`src/hdl/cpu_host_pkg.sv`:
```
// cpu host memory package: boot tables, host bus opcode and shared write types
`default_nettype none

package cpu_host_pkg;

    ////////////////////////////////////////
    // sizes and address map
    ////////////////////////////////////////

    localparam int WORD_BYTES = 4;              // byte step between words

    localparam int DM_BLOCKS = 4;
    localparam int IM_BLOCKS = 4;
    localparam int DM_CNT_W  = $clog2(DM_BLOCKS);
    localparam int IM_CNT_W  = $clog2(IM_BLOCKS);

    localparam int DM_DEPTH = 4096;             // words, byte addr bits 13:2
    localparam int IM_DEPTH = 256;              // words, byte addr bits 9:2

    // stores at or above this go out to the host
    localparam logic [15:0] HOST_WIN_BASE = 16'h9000;

    // block bases fetched at boot, in request order
    localparam logic [15:0] DM_BASES [DM_BLOCKS] = '{
        16'h1000,
        16'h1040,
        16'h2000,
        16'h2040
    };

    localparam logic [15:0] IM_BASES [IM_BLOCKS] = '{
        16'h0000,
        16'h0040,
        16'h0080,
        16'h00C0
    };

    ////////////////////////////////////////
    // host bus types
    ////////////////////////////////////////

    typedef enum logic [1:0] {
        HOST_IDLE  = 2'b00,
        HOST_READ  = 2'b01,
        HOST_WRITE = 2'b11
    } host_op_e;

    // word write, shared by boot writes, core stores and memory ports
    typedef struct packed {
        logic [15:0] addr;                      // byte address
        logic [31:0] data;
        logic        en;
    } mem_wr_t;

    typedef struct packed {
        logic [46:0] zero;
        logic        inst;                      // set for instruction space
        logic [15:0] addr;
    } host_addr_fields_t;

    // 64 bit host address, raw or split into fields
    typedef union packed {
        logic [63:0]       raw;
        host_addr_fields_t f;
    } host_addr_u;

    typedef struct packed {
        host_op_e   op;
        host_addr_u addr;
    } host_req_t;

endpackage

`default_nettype wire

```
`src/hdl/host_writer.sv`:
```
// host bus output side: boot read pass-through and held window writes
`timescale 1ns/1ps
`default_nettype none

module host_writer (
    input  wire                          clk,
    input  wire                          rst_n,
    input  wire cpu_host_pkg::host_req_t boot_req,
    input  wire cpu_host_pkg::mem_wr_t   run_store,
    input  wire                          tx_done,
    output cpu_host_pkg::host_op_e       op,
    output cpu_host_pkg::host_addr_u     ex_addr,
    output logic [31:0]                  ex_rd_data,
    output logic                         host_busy
);

    import cpu_host_pkg::*;

    logic        busy;
    logic        win_hit;
    logic [15:0] wr_addr;                       // captured store address
    logic [31:0] wr_data;

    ////////////////////////////////////////
    // window capture
    ////////////////////////////////////////

    assign win_hit = run_store.en && (run_store.addr >= HOST_WIN_BASE);

    // no back-pressure, stores while busy are dropped here
    always_ff @(posedge clk or negedge rst_n) begin
        if (!rst_n) begin
            busy <= 1'b0;
        end else if (busy) begin
            if (tx_done) busy <= 1'b0;
        end else if (win_hit) begin
            busy <= 1'b1;
        end
    end

    always_ff @(posedge clk) begin
        if (!busy && win_hit) begin
            wr_addr <= run_store.addr;
            wr_data <= run_store.data;
        end
    end

    ////////////////////////////////////////
    // bus output select
    ////////////////////////////////////////

    always_comb begin
        op         = boot_req.op;
        ex_addr    = boot_req.addr;
        ex_rd_data = '0;
        if (busy) begin
            op             = HOST_WRITE;
            ex_addr.f.zero = '0;
            ex_addr.f.inst = 1'b0;          // writes go to data space
            ex_addr.f.addr = wr_addr;
            ex_rd_data     = wr_data;
        end
    end

    assign host_busy = busy;

endmodule

`default_nettype wire

```
`config.mk`:
```
export PLATFORM = sky130hd
export DESIGN_NAME = host_writer
export DESIGN_NICKNAME = d
export VERILOG_FILES = /design/src/hdl/cpu_host_pkg.sv /design/src/hdl/host_writer.sv
export SDC_FILE = /design/constraint.sdc
export NUM_CORES = 1
export LEC_CHECK = 0
export BUFFER_PORTS_ARGS = -buffer_cell sky130_fd_sc_hd__buf_2
export CAP_MARGIN = 15
export CORE_MARGIN = 2
export CORE_UTILIZATION = 33
export CTS_CLUSTER_DIAMETER = 60
export DETAILED_ROUTE_END_ITERATION = 12
export HOLD_SLACK_MARGIN = 0.05
export PLACE_DENSITY_LB_ADDON = 0.08
export SLEW_MARGIN = 5
export SYNTH_ARGS = -nofsm -noshare
export SYNTH_HDL_FRONTEND = slang
export SYNTH_SLANG_ARGS = --single-unit
```
`constraint.sdc`:
```
create_clock -name clk -period 4.2 [get_ports clk]
set_input_delay 0.42 -clock clk [delete_from_list [all_inputs] [get_ports clk]]
set_output_delay 0.42 -clock clk [all_outputs]
set_load 0.02 [all_outputs]
```
==> metrics.txt <==
drt drc=0; Antenna Cells=0; CP max FO=68; final cycle utilization of the critical path=66.0%; total gr overflow=0; WS Path Type=reg2out; post-synthesis mux area share=8.88%; Max stage delay on crit path=1.01 ns; Slew Viols, Final=0; drt pass-1 iters=4; area delta synth->final=54.2%; initial antenna violation count=0; Max-slew headroom=33.1%; crit-path leading delay family=flip-flops; Layout Utilization=52.1%; unrepaired setup endpoints after global routing=no; routability cong.=0.711; leakage power=1.73 nW; Die X=87.2 um; Root Buffer=clkbuf_8; full die area=0.00760 mm2; Avg Cell Area, Syn=14.0 um2; fmax=361 MHz; Std-Cell Rows=30; M3 GR Usage=4.45%; Total Power=1.19 mW; Worst Path Arrival=2.35 ns; largest family of logic cells by synthesized area=simple AND/OR/NAND/NOR gates; setup TNS=0 ns; status=finished clean; clk_lat worst skew=0.29 ns; largest net degree at the start of global routing=69; Critical Path Sink Type=output pin; Max VDD drop=0.245 mV; Post-Synth Simple-Gate Area=23.3%; final WL=6340 um; IO Count=217; H-tree lvl count=2; CP Data Required Time=3.78 ns; worst slew pin tran=1.00 ns; DR WL/cell=13.8 um; Synth Area in XOR/XNOR=0%; GR peak layer=met2; CTS resizes=0; net count after synthesis=281; clk sinks=49; Routed Antenna Nets=0; dpl hpwl=5020 um; CP Buf/Inv Count=2; vias per cell=4.30; synth unique cells=13; gr usage total=14.9%; first-pass GRT wire length=8630 um; endpoints failing setup=0; Final Skew=0.00467 ns; GRT met2 Usage=27.8%; Core ar.=0.00676 mm2; fin crit period=2.77 ns; Starting DRT DRC Count=62; Yosys reg bits=49; max-cap violation count=0; grt met1 use=16.5%; Mapped Area=0.00228 mm2; clock slew at reported path FFs=0.08 ns; NumNets Final=496; CTS tree=done; CP cell instances=buf_4, mux2_2, buf_2; pwr dens=338 mW/mm2; Hold WC Path Type=in2reg; Synth Instances=163; CTS buffer count=5; CP max stage cell=dfrtp_2; vias in the first global route=1763; initial core utilization=33.8%; WHS=0.297 ns; post-synthesis compound-gate area fraction=0.329%; CP Launch Type=register; DR vias=1972; IO buf count=216; synth warn=0; Hold Vio Cnt, Final=0; Die Height=87.2 um; post-synthesis adder-cell area fraction=0%; share of cells above drive strength 1=63.9%; CTS max path bufs=2; register area share after synthesis=64.2%
metal layers:
| metal | share of wire, % | vias to the layer above | routed length (um) |
|---|---|---|---|
| met1 | 36 | 883 | 2270 |
| met2 | 54 | 106 | 3410 |
| li1 | - | 978 | - |
| met5 | 0 | - | 0 |
| met4 | 0.74 | 0 | 47 |
| met3 | 9.7 | 5 | 614 |
synthesized netlist by cell type (all sizes together):
master  instances  share of area, %
nor2b          48                13
edfxtp         48                63
dfrtp           1               1.1
mux2           16               8.9
o31ai           1              0.33
nand2           1              0.16
nor3            2              0.44
and2           32               8.8
or2             2              0.55
buf            11               3.2
nand2b          1              0.27
what timing repair did:
| item | 4_1_cts | 5_1_grt |
|---|---|---|
| setup buffers | 0 | 0 |
| endpoints found under the hold margin | 1 | 0 |
| hold buffers | 1 | 0 |
placed cells by master (no fill, tap or decap), types with 2 or more instances in the layout:
cell and n:
buf_2 216, nor2b_1 48, edfxtp_1 48, and2_1 32, mux2_2 10, mux2_4 6
clkbuf_8 5, or2_1 2, clkinv_1 2
registers in the layout (all words and copies together), names as in the netlist:
signal     count
host_busy      1
wr_addr       16
wr_data       32
power breakdown:
part	leakage (nW)	switching (mW)	total (mW)	internal [mW]
clock	0.0430	0.146	0.258	0.112
sequential	0.455	0.0223	0.586	0.563
combinational	1.23	0.199	0.347	0.148
total	1.73	0.367	1.19	0.823
per-stage QoR:
stage | instances | instance area (um2) | worst slack (ns)
finish | 459 | 3520 | 1.43
global route | 459 | 3520 | 1.20
CTS | 459 | 3520 | 1.35
detailed placement | 450 | 3430 | 1.69
global placement | 450 | 3430 | 1.73
floorplan | 163 | 2290 | 1.06
final cells by class:
class / instances / area, um2
fillers: 657 / 3230
flip-flops and latches: 49 / 1470
repair buffers: 219 / 1120
multi-input cells: 103 / 754
well taps: 80 / 100
clock buffers: 5 / 68.8
clock inverters: 3 / 12.5
cell families (layout without fill, tap and decap cells):
group,Yosys count,after routing
AOI/OAI and AO/OA,1,1
buffers and inverters,11,227
DFF,49,49
muxes,16,16
and+or+nand+nor,86,86
path summary, 6_finish.rpt:
check / from / to / slack (ns) / cells past startpoint
worst max-delay path: host_busy$_DFF_PN0_ / ex_addr[2] / 1.43 / 3
worst min-delay path: run_store[39] / wr_addr[6]$_DFFE_PP_ / 0.30 / 1
worst max register to register: host_busy$_DFF_PN0_ / wr_data[8]$_DFFE_PP_ / 1.88 / 2
worst min register to register: host_busy$_DFF_PN0_ / host_busy$_DFF_PN0_ / 1.06 / 2
max in group asynchronous: rst_n / host_busy$_DFF_PN0_ / 3.66 / 2
min in group asynchronous: rst_n / host_busy$_DFF_PN0_ / 0.44 / 2
worst register-to-register path: cells and delay by family, from the launching register on:
family                 cells  cell delay [ns]
DFF                        1             0.76
buffers and inverters      1             0.29
and+or+nand+nor            1             0.97
Note: power is estimated with default switching activity, not from simulation.
