[src/hdl/cpu_host_pkg.sv]
// cpu host memory package: boot tables, host bus opcode and shared write types
`default_nettype none

package cpu_host_pkg;

    ////////////////////////////////////////
    // sizes and address map
    ////////////////////////////////////////

    localparam int WORD_BYTES = 4;              // byte step between words

    localparam int DM_BLOCKS = 4;
    localparam int IM_BLOCKS = 4;
    localparam int DM_CNT_W  = $clog2(DM_BLOCKS);
    localparam int IM_CNT_W  = $clog2(IM_BLOCKS);

    localparam int DM_DEPTH = 4096;             // words, byte addr bits 13:2
    localparam int IM_DEPTH = 256;              // words, byte addr bits 9:2

    // stores at or above this go out to the host
    localparam logic [15:0] HOST_WIN_BASE = 16'h9000;

    // block bases fetched at boot, in request order
    localparam logic [15:0] DM_BASES [DM_BLOCKS] = '{
        16'h1000,
        16'h1040,
        16'h2000,
        16'h2040
    };

    localparam logic [15:0] IM_BASES [IM_BLOCKS] = '{
        16'h0000,
        16'h0040,
        16'h0080,
        16'h00C0
    };

    ////////////////////////////////////////
    // host bus types
    ////////////////////////////////////////

    typedef enum logic [1:0] {
        HOST_IDLE  = 2'b00,
        HOST_READ  = 2'b01,
        HOST_WRITE = 2'b11
    } host_op_e;

    // word write, shared by boot writes, core stores and memory ports
    typedef struct packed {
        logic [15:0] addr;                      // byte address
        logic [31:0] data;
        logic        en;
    } mem_wr_t;

    typedef struct packed {
        logic [46:0] zero;
        logic        inst;                      // set for instruction space
        logic [15:0] addr;
    } host_addr_fields_t;

    // 64 bit host address, raw or split into fields
    typedef union packed {
        logic [63:0]       raw;
        host_addr_fields_t f;
    } host_addr_u;

    typedef struct packed {
        host_op_e   op;
        host_addr_u addr;
    } host_req_t;

endpackage

`default_nettype wire

[src/hdl/boot_loader.sv]
// boot loader: fetches data and instruction blocks from the host, then runs
`timescale 1ns/1ps
`default_nettype none

module boot_loader (
    input  wire                         clk,
    input  wire                         rst_n,
    input  wire                         ready,
    input  wire                         rd_valid,
    input  wire                         tx_done,
    input  wire [31:0]                  ex_wrt_data,
    input  wire cpu_host_pkg::mem_wr_t  store,
    output cpu_host_pkg::host_req_t     boot_req,
    output cpu_host_pkg::mem_wr_t       dm_wr,
    output cpu_host_pkg::mem_wr_t       im_wr,
    output cpu_host_pkg::mem_wr_t       run_store,
    output logic                        running
);

    import cpu_host_pkg::*;

    typedef enum logic [2:0] {
        IDLE,
        WAIT_DM,
        LOAD_DM,
        WAIT_IM,
        LOAD_IM,
        RUN
    } state_e;

    state_e state;
    state_e next_state;

    logic [DM_CNT_W-1:0] dm_cnt;
    logic [IM_CNT_W-1:0] im_cnt;
    logic [15:0]         word_addr;             // next word to write in a burst

    logic        in_im;                          // instruction side of boot
    logic [15:0] blk_base;
    logic        set_addr;
    logic        inc_addr;
    logic        dm_step;
    logic        im_step;
    logic        dm_last;
    logic        im_last;
    mem_wr_t     boot_wr;

    ////////////////////////////////////////
    // block tables
    ////////////////////////////////////////

    assign in_im    = (state == WAIT_IM) || (state == LOAD_IM);
    assign blk_base = in_im ? IM_BASES[im_cnt] : DM_BASES[dm_cnt];
    assign dm_last  = (dm_cnt == DM_CNT_W'(DM_BLOCKS - 1));
    assign im_last  = (im_cnt == IM_CNT_W'(IM_BLOCKS - 1));

    // first word lands on the base, the rest follow the address register
    assign boot_wr.addr = set_addr ? blk_base : word_addr;
    assign boot_wr.data = ex_wrt_data;
    assign boot_wr.en   = set_addr || inc_addr;

    ////////////////////////////////////////
    // state machine
    ////////////////////////////////////////

    always_ff @(posedge clk or negedge rst_n) begin
        if (!rst_n) begin
            state <= IDLE;
        end else begin
            state <= next_state;
        end
    end

    always_comb begin
        next_state = state;
        set_addr   = 1'b0;
        inc_addr   = 1'b0;
        dm_step    = 1'b0;
        im_step    = 1'b0;

        case (state)
            IDLE: begin
                if (ready) next_state = WAIT_DM;
            end
            WAIT_DM: begin
                if (rd_valid) begin
                    set_addr   = 1'b1;
                    next_state = LOAD_DM;
                end
            end
            LOAD_DM: begin
                inc_addr = 1'b1;            // tx_done word is written too
                if (tx_done) begin
                    if (dm_last) begin
                        next_state = WAIT_IM;
                    end else begin
                        dm_step    = 1'b1;
                        next_state = WAIT_DM;
                    end
                end
            end
            WAIT_IM: begin
                if (rd_valid) begin
                    set_addr   = 1'b1;
                    next_state = LOAD_IM;
                end
            end
            LOAD_IM: begin
                inc_addr = 1'b1;
                if (tx_done) begin
                    if (im_last) begin
                        next_state = RUN;
                    end else begin
                        im_step    = 1'b1;
                        next_state = WAIT_IM;
                    end
                end
            end
            RUN: begin
                next_state = RUN;           // stays here until reset
            end
            default: next_state = IDLE;
        endcase
    end

    ////////////////////////////////////////
    // counters and word address
    ////////////////////////////////////////

    always_ff @(posedge clk or negedge rst_n) begin
        if (!rst_n) begin
            dm_cnt <= '0;
            im_cnt <= '0;
        end else begin
            if (dm_step) dm_cnt <= dm_cnt + 1'b1;
            if (im_step) im_cnt <= im_cnt + 1'b1;
        end
    end

    always_ff @(posedge clk or negedge rst_n) begin
        if (!rst_n) begin
            word_addr <= '0;
        end else if (set_addr) begin
            word_addr <= blk_base + 16'(WORD_BYTES);
        end else if (inc_addr) begin
            word_addr <= word_addr + 16'(WORD_BYTES);
        end
    end

    ////////////////////////////////////////
    // outputs
    ////////////////////////////////////////

    assign running = (state == RUN);

    // read request held for the whole block
    always_comb begin
        boot_req             = '0;
        boot_req.op          = HOST_IDLE;
        if (state inside {WAIT_DM, LOAD_DM, WAIT_IM, LOAD_IM}) begin
            boot_req.op          = HOST_READ;
            boot_req.addr.f.zero = '0;
            boot_req.addr.f.inst = in_im;
            boot_req.addr.f.addr = blk_base;
        end
    end

    // core stores only count once running
    always_comb begin
        run_store    = store;
        run_store.en = store.en && running;
    end

    always_comb begin
        dm_wr = '0;
        im_wr = '0;
        if (running) begin
            dm_wr = run_store;
        end else if (in_im) begin
            im_wr = boot_wr;
        end else begin
            dm_wr = boot_wr;                // en low outside the dm burst
        end
    end

endmodule

`default_nettype wire

[config.mk]
export PLATFORM = sky130hd
export DESIGN_NAME = boot_loader
export DESIGN_NICKNAME = d
export VERILOG_FILES = /design/src/hdl/cpu_host_pkg.sv /design/src/hdl/boot_loader.sv
export SDC_FILE = /design/constraint.sdc
export NUM_CORES = 1
export LEC_CHECK = 0
export ABC_AREA = 1
export BUFFER_PORTS_ARGS = -buffer_cell sky130_fd_sc_hd__buf_2
export CORE_AREA = 5 5 114 116
export DETAILED_ROUTE_END_ITERATION = 8
export DIE_AREA = 0 0 119 121
export PLACE_DENSITY = 0.68
export SYNTH_ARGS = -nofsm -noshare
export SYNTH_HDL_FRONTEND = slang
export SYNTH_SLANG_ARGS = --single-unit
export TNS_END_PERCENT = 5
[constraint.sdc]
create_clock -name clk -period 2.95 [get_ports clk]
set_input_delay 0.1475 -clock clk [delete_from_list [all_inputs] [get_ports clk]]
set_output_delay 0.1475 -clock clk [all_outputs]
set_load 0.02 [all_outputs]
==> metrics <==
hold buffers post-CTS=1; Synth top cells by count=112 x buf_4, 103 x nand2_1, 66 x nor2_1, 62 x inv_1, 53 x o21ai_0; starting density of the core=26.5%; R2R depth=12; cell total after placement=830; synthesized flop and latch total=21; Synth Warn #=0; antenna diode count=0; ranking of synthesized cells by area=buf_4 27%, dfrtp_1 17%, nand2_1 12%; post-synthesis sequential area ratio=16.8%; vias per cell=4.21; number of setup buffers added after CTS=0; Netlist Area Pre-Place=3130 um^2; outcome=complete, no violations; CTS H-tree lvls=1; initial antenna violation count=0; # IOs=300; Clock Skew=0.00150 ns; fmax=429 MHz; pwr dens=959 nW/um^2; vias=3515; Mapped Cells=510; Final Setup Violations=0; I/O Buffers=237; clock transition at the registers of the reported paths=0.06 ns; Num CTS Buffers=3; die area=14400 um^2; worst setup path start=state[1]; Post-synth EDFFs=0; core footprint=11800 um^2; reg2reg start=state[0]; Top Layer Used=met4; Post-synth top flop=dfrtp_1; clk_lat worst skew=0.26 ns; Hold WC Path Type=input port to flop; CTS tree=yes; share of the synthesized area in the top cell type=26.9%; met3 wire length=886 um; WL met1=4420 um; Area Overhead vs Synth=25.4%; post-route setup TNS=0 ns; Sinks on Clock Net=21; DRC errors left=0; Routed Antenna Nets=0; hold depth=2; LEAKAGE=0.00245 uW; Post-Syn Area per Cell=6.13 um^2; DR iter-0 viols=217; drt pass-1 iters=5; CTS root buffer=clkbuf_16; RSZ-0062 raised after global routing=false; maxcap violations=0; Critical Path AT=2.18 ns; Routed WL=11700 um; asr flop ratio synth=100%; Critical Path End=dm_wr[40]; total congestion overflow=0; Max Buffers Root-to-Sink=2; startpoint types=flop; GRT Overall Usage=14.7%; Final Max Slew Viols=0; Critical Setup Path Class=flop to output port; row cnt=40; layout cells sized above 1=40.8%; # nets final=778; synth unique cells=33; gpl congestion=0.832; area leader, netlist=buf_4; first-pass GRT wire length=17200 um; fin cells=835; fin crit period=2.33 ns; Worst Path Required=2.80 ns; fillcell total=1340; crit path max fanout=33; Final Cycle Share=79.0%; endpoint class of the critical path=output port; Detailed Place HPWL=10100 um; reg-to-reg slack, setup=0.78 ns; Crit Reg-Reg Endpoint=word_addr[8]; largest net degree at the start of global routing=48; drt wl/cell=14.1 um; VDD IR max=344 uV; top-count cell post-synth=buf_4; DR WL met2=6230 um; Die H=121 um; Die X=119 um; vias in the first global route=3256; Fin. Hold Viols=0; cts repair resizes=0
-- how the worst min path moves through the flow --
stage | start | slack (ns) | to
after floorplan | rst_n | -0.15 | dm_cnt[0]
after global placement | rst_n | 0.14 | state[2]
after detailed placement | rst_n | 0.15 | state[2]
after CTS | tx_done | 0.13 | state[2]
after global routing | tx_done | 0.15 | state[2]
final | tx_done | 0.13 | state[2]
-- routing by layer --
| metal | vias up | GRT usage [%] |
|---|---|---|
| met2 | 169 | 27.7 |
| met3 | 17 | 2.75 |
| met1 | 1582 | 16.7 |
| li1 | 1747 | - |
| met4 | 0 | 4.27 |
| met5 | - | 0 |
-- stage by stage --
stage | total power [uW] | setup slack, ns | utilization [%] | hold WS, ns | area [um^2]
2_1_floorplan | 2610 | 0.969 | - | -0.148 | 3360
3_5_place_dp | 3510 | 0.793 | 32.4 | 0.152 | 3830
5_1_grt | 4080 | 0.398 | 33.2 | 0.152 | 3920
3_3_place_gp | 3500 | 0.849 | 32.4 | 0.138 | 3830
4_1_cts | 3810 | 0.608 | 33.2 | 0.129 | 3920
6_report | 3760 | 0.620 | 33.2 | 0.131 | 3920
-- power by group --
group          switching [uW]  internal, uW  total (uW)
clock                     114           182         296
sequential               90.4           367         457
combinational            2160           844        3010
total                    2370          1390        3760
-- cells by family (layout without fill, tap and decap cells) --
family                   Yosys count  in the layout  synth area share [%]
other                              1             62                 0.120
XOR/XNOR                           6              6                  1.68
AND/OR/NAND/NOR                  214            214                  30.2
AO/OA/AOI/OAI                     66             66                  11.4
buffers and inverters            198            315                  38.3
adder cells (fa/ha/maj)            3              3                  1.20
multiplexers                       1              1                 0.360
flip-flops                        21             21                  16.8
-- worst max-delay path: stages (launching register included) --
cell and delay, ns:
dfrtp_1 0.48, o21ai_0 0.32, nand2_2 0.31, nand2_1 0.16, buf_4 0.30, o21ai_0 0.15
buf_2 0.19
-- area by class of cell --
cell class | instances | area (um^2) | area share (%)
tap | 147 | 184 | 4.69
multi-input combinational | 352 | 1640 | 41.9
sequential | 21 | 526 | 13.4
timing repair buffer | 243 | 1230 | 31.5
inverter | 68 | 256 | 6.54
clock inverter | 1 | 5.00 | 0.128
clock buffer | 3 | 75.1 | 1.91
-- state kept, by name (all words and copies together) (netlist names) --
name	cells
im_cnt	2
state	3
dm_cnt	2
word_addr	14
-- cells in the final DEF (no fill, tap or decap), types with 4 or more instances in the layout --
| cell type | instances |
|---|---|
| inv_1 | 62 |
| buf_2 | 237 |
| nand2_2 | 7 |
| nand2_1 | 102 |
| inv_2 | 5 |
| conb_1 | 62 |
| a21oi_1 | 4 |
| nor2_1 | 65 |
| nand4_1 | 6 |
| nor2_2 | 6 |
| nand3_1 | 15 |
| dfrtp_1 | 21 |
| o21ai_0 | 53 |
| xor2_1 | 4 |
| o22ai_1 | 4 |
| buf_4 | 5 |
(Power assumes the default switching activity.)
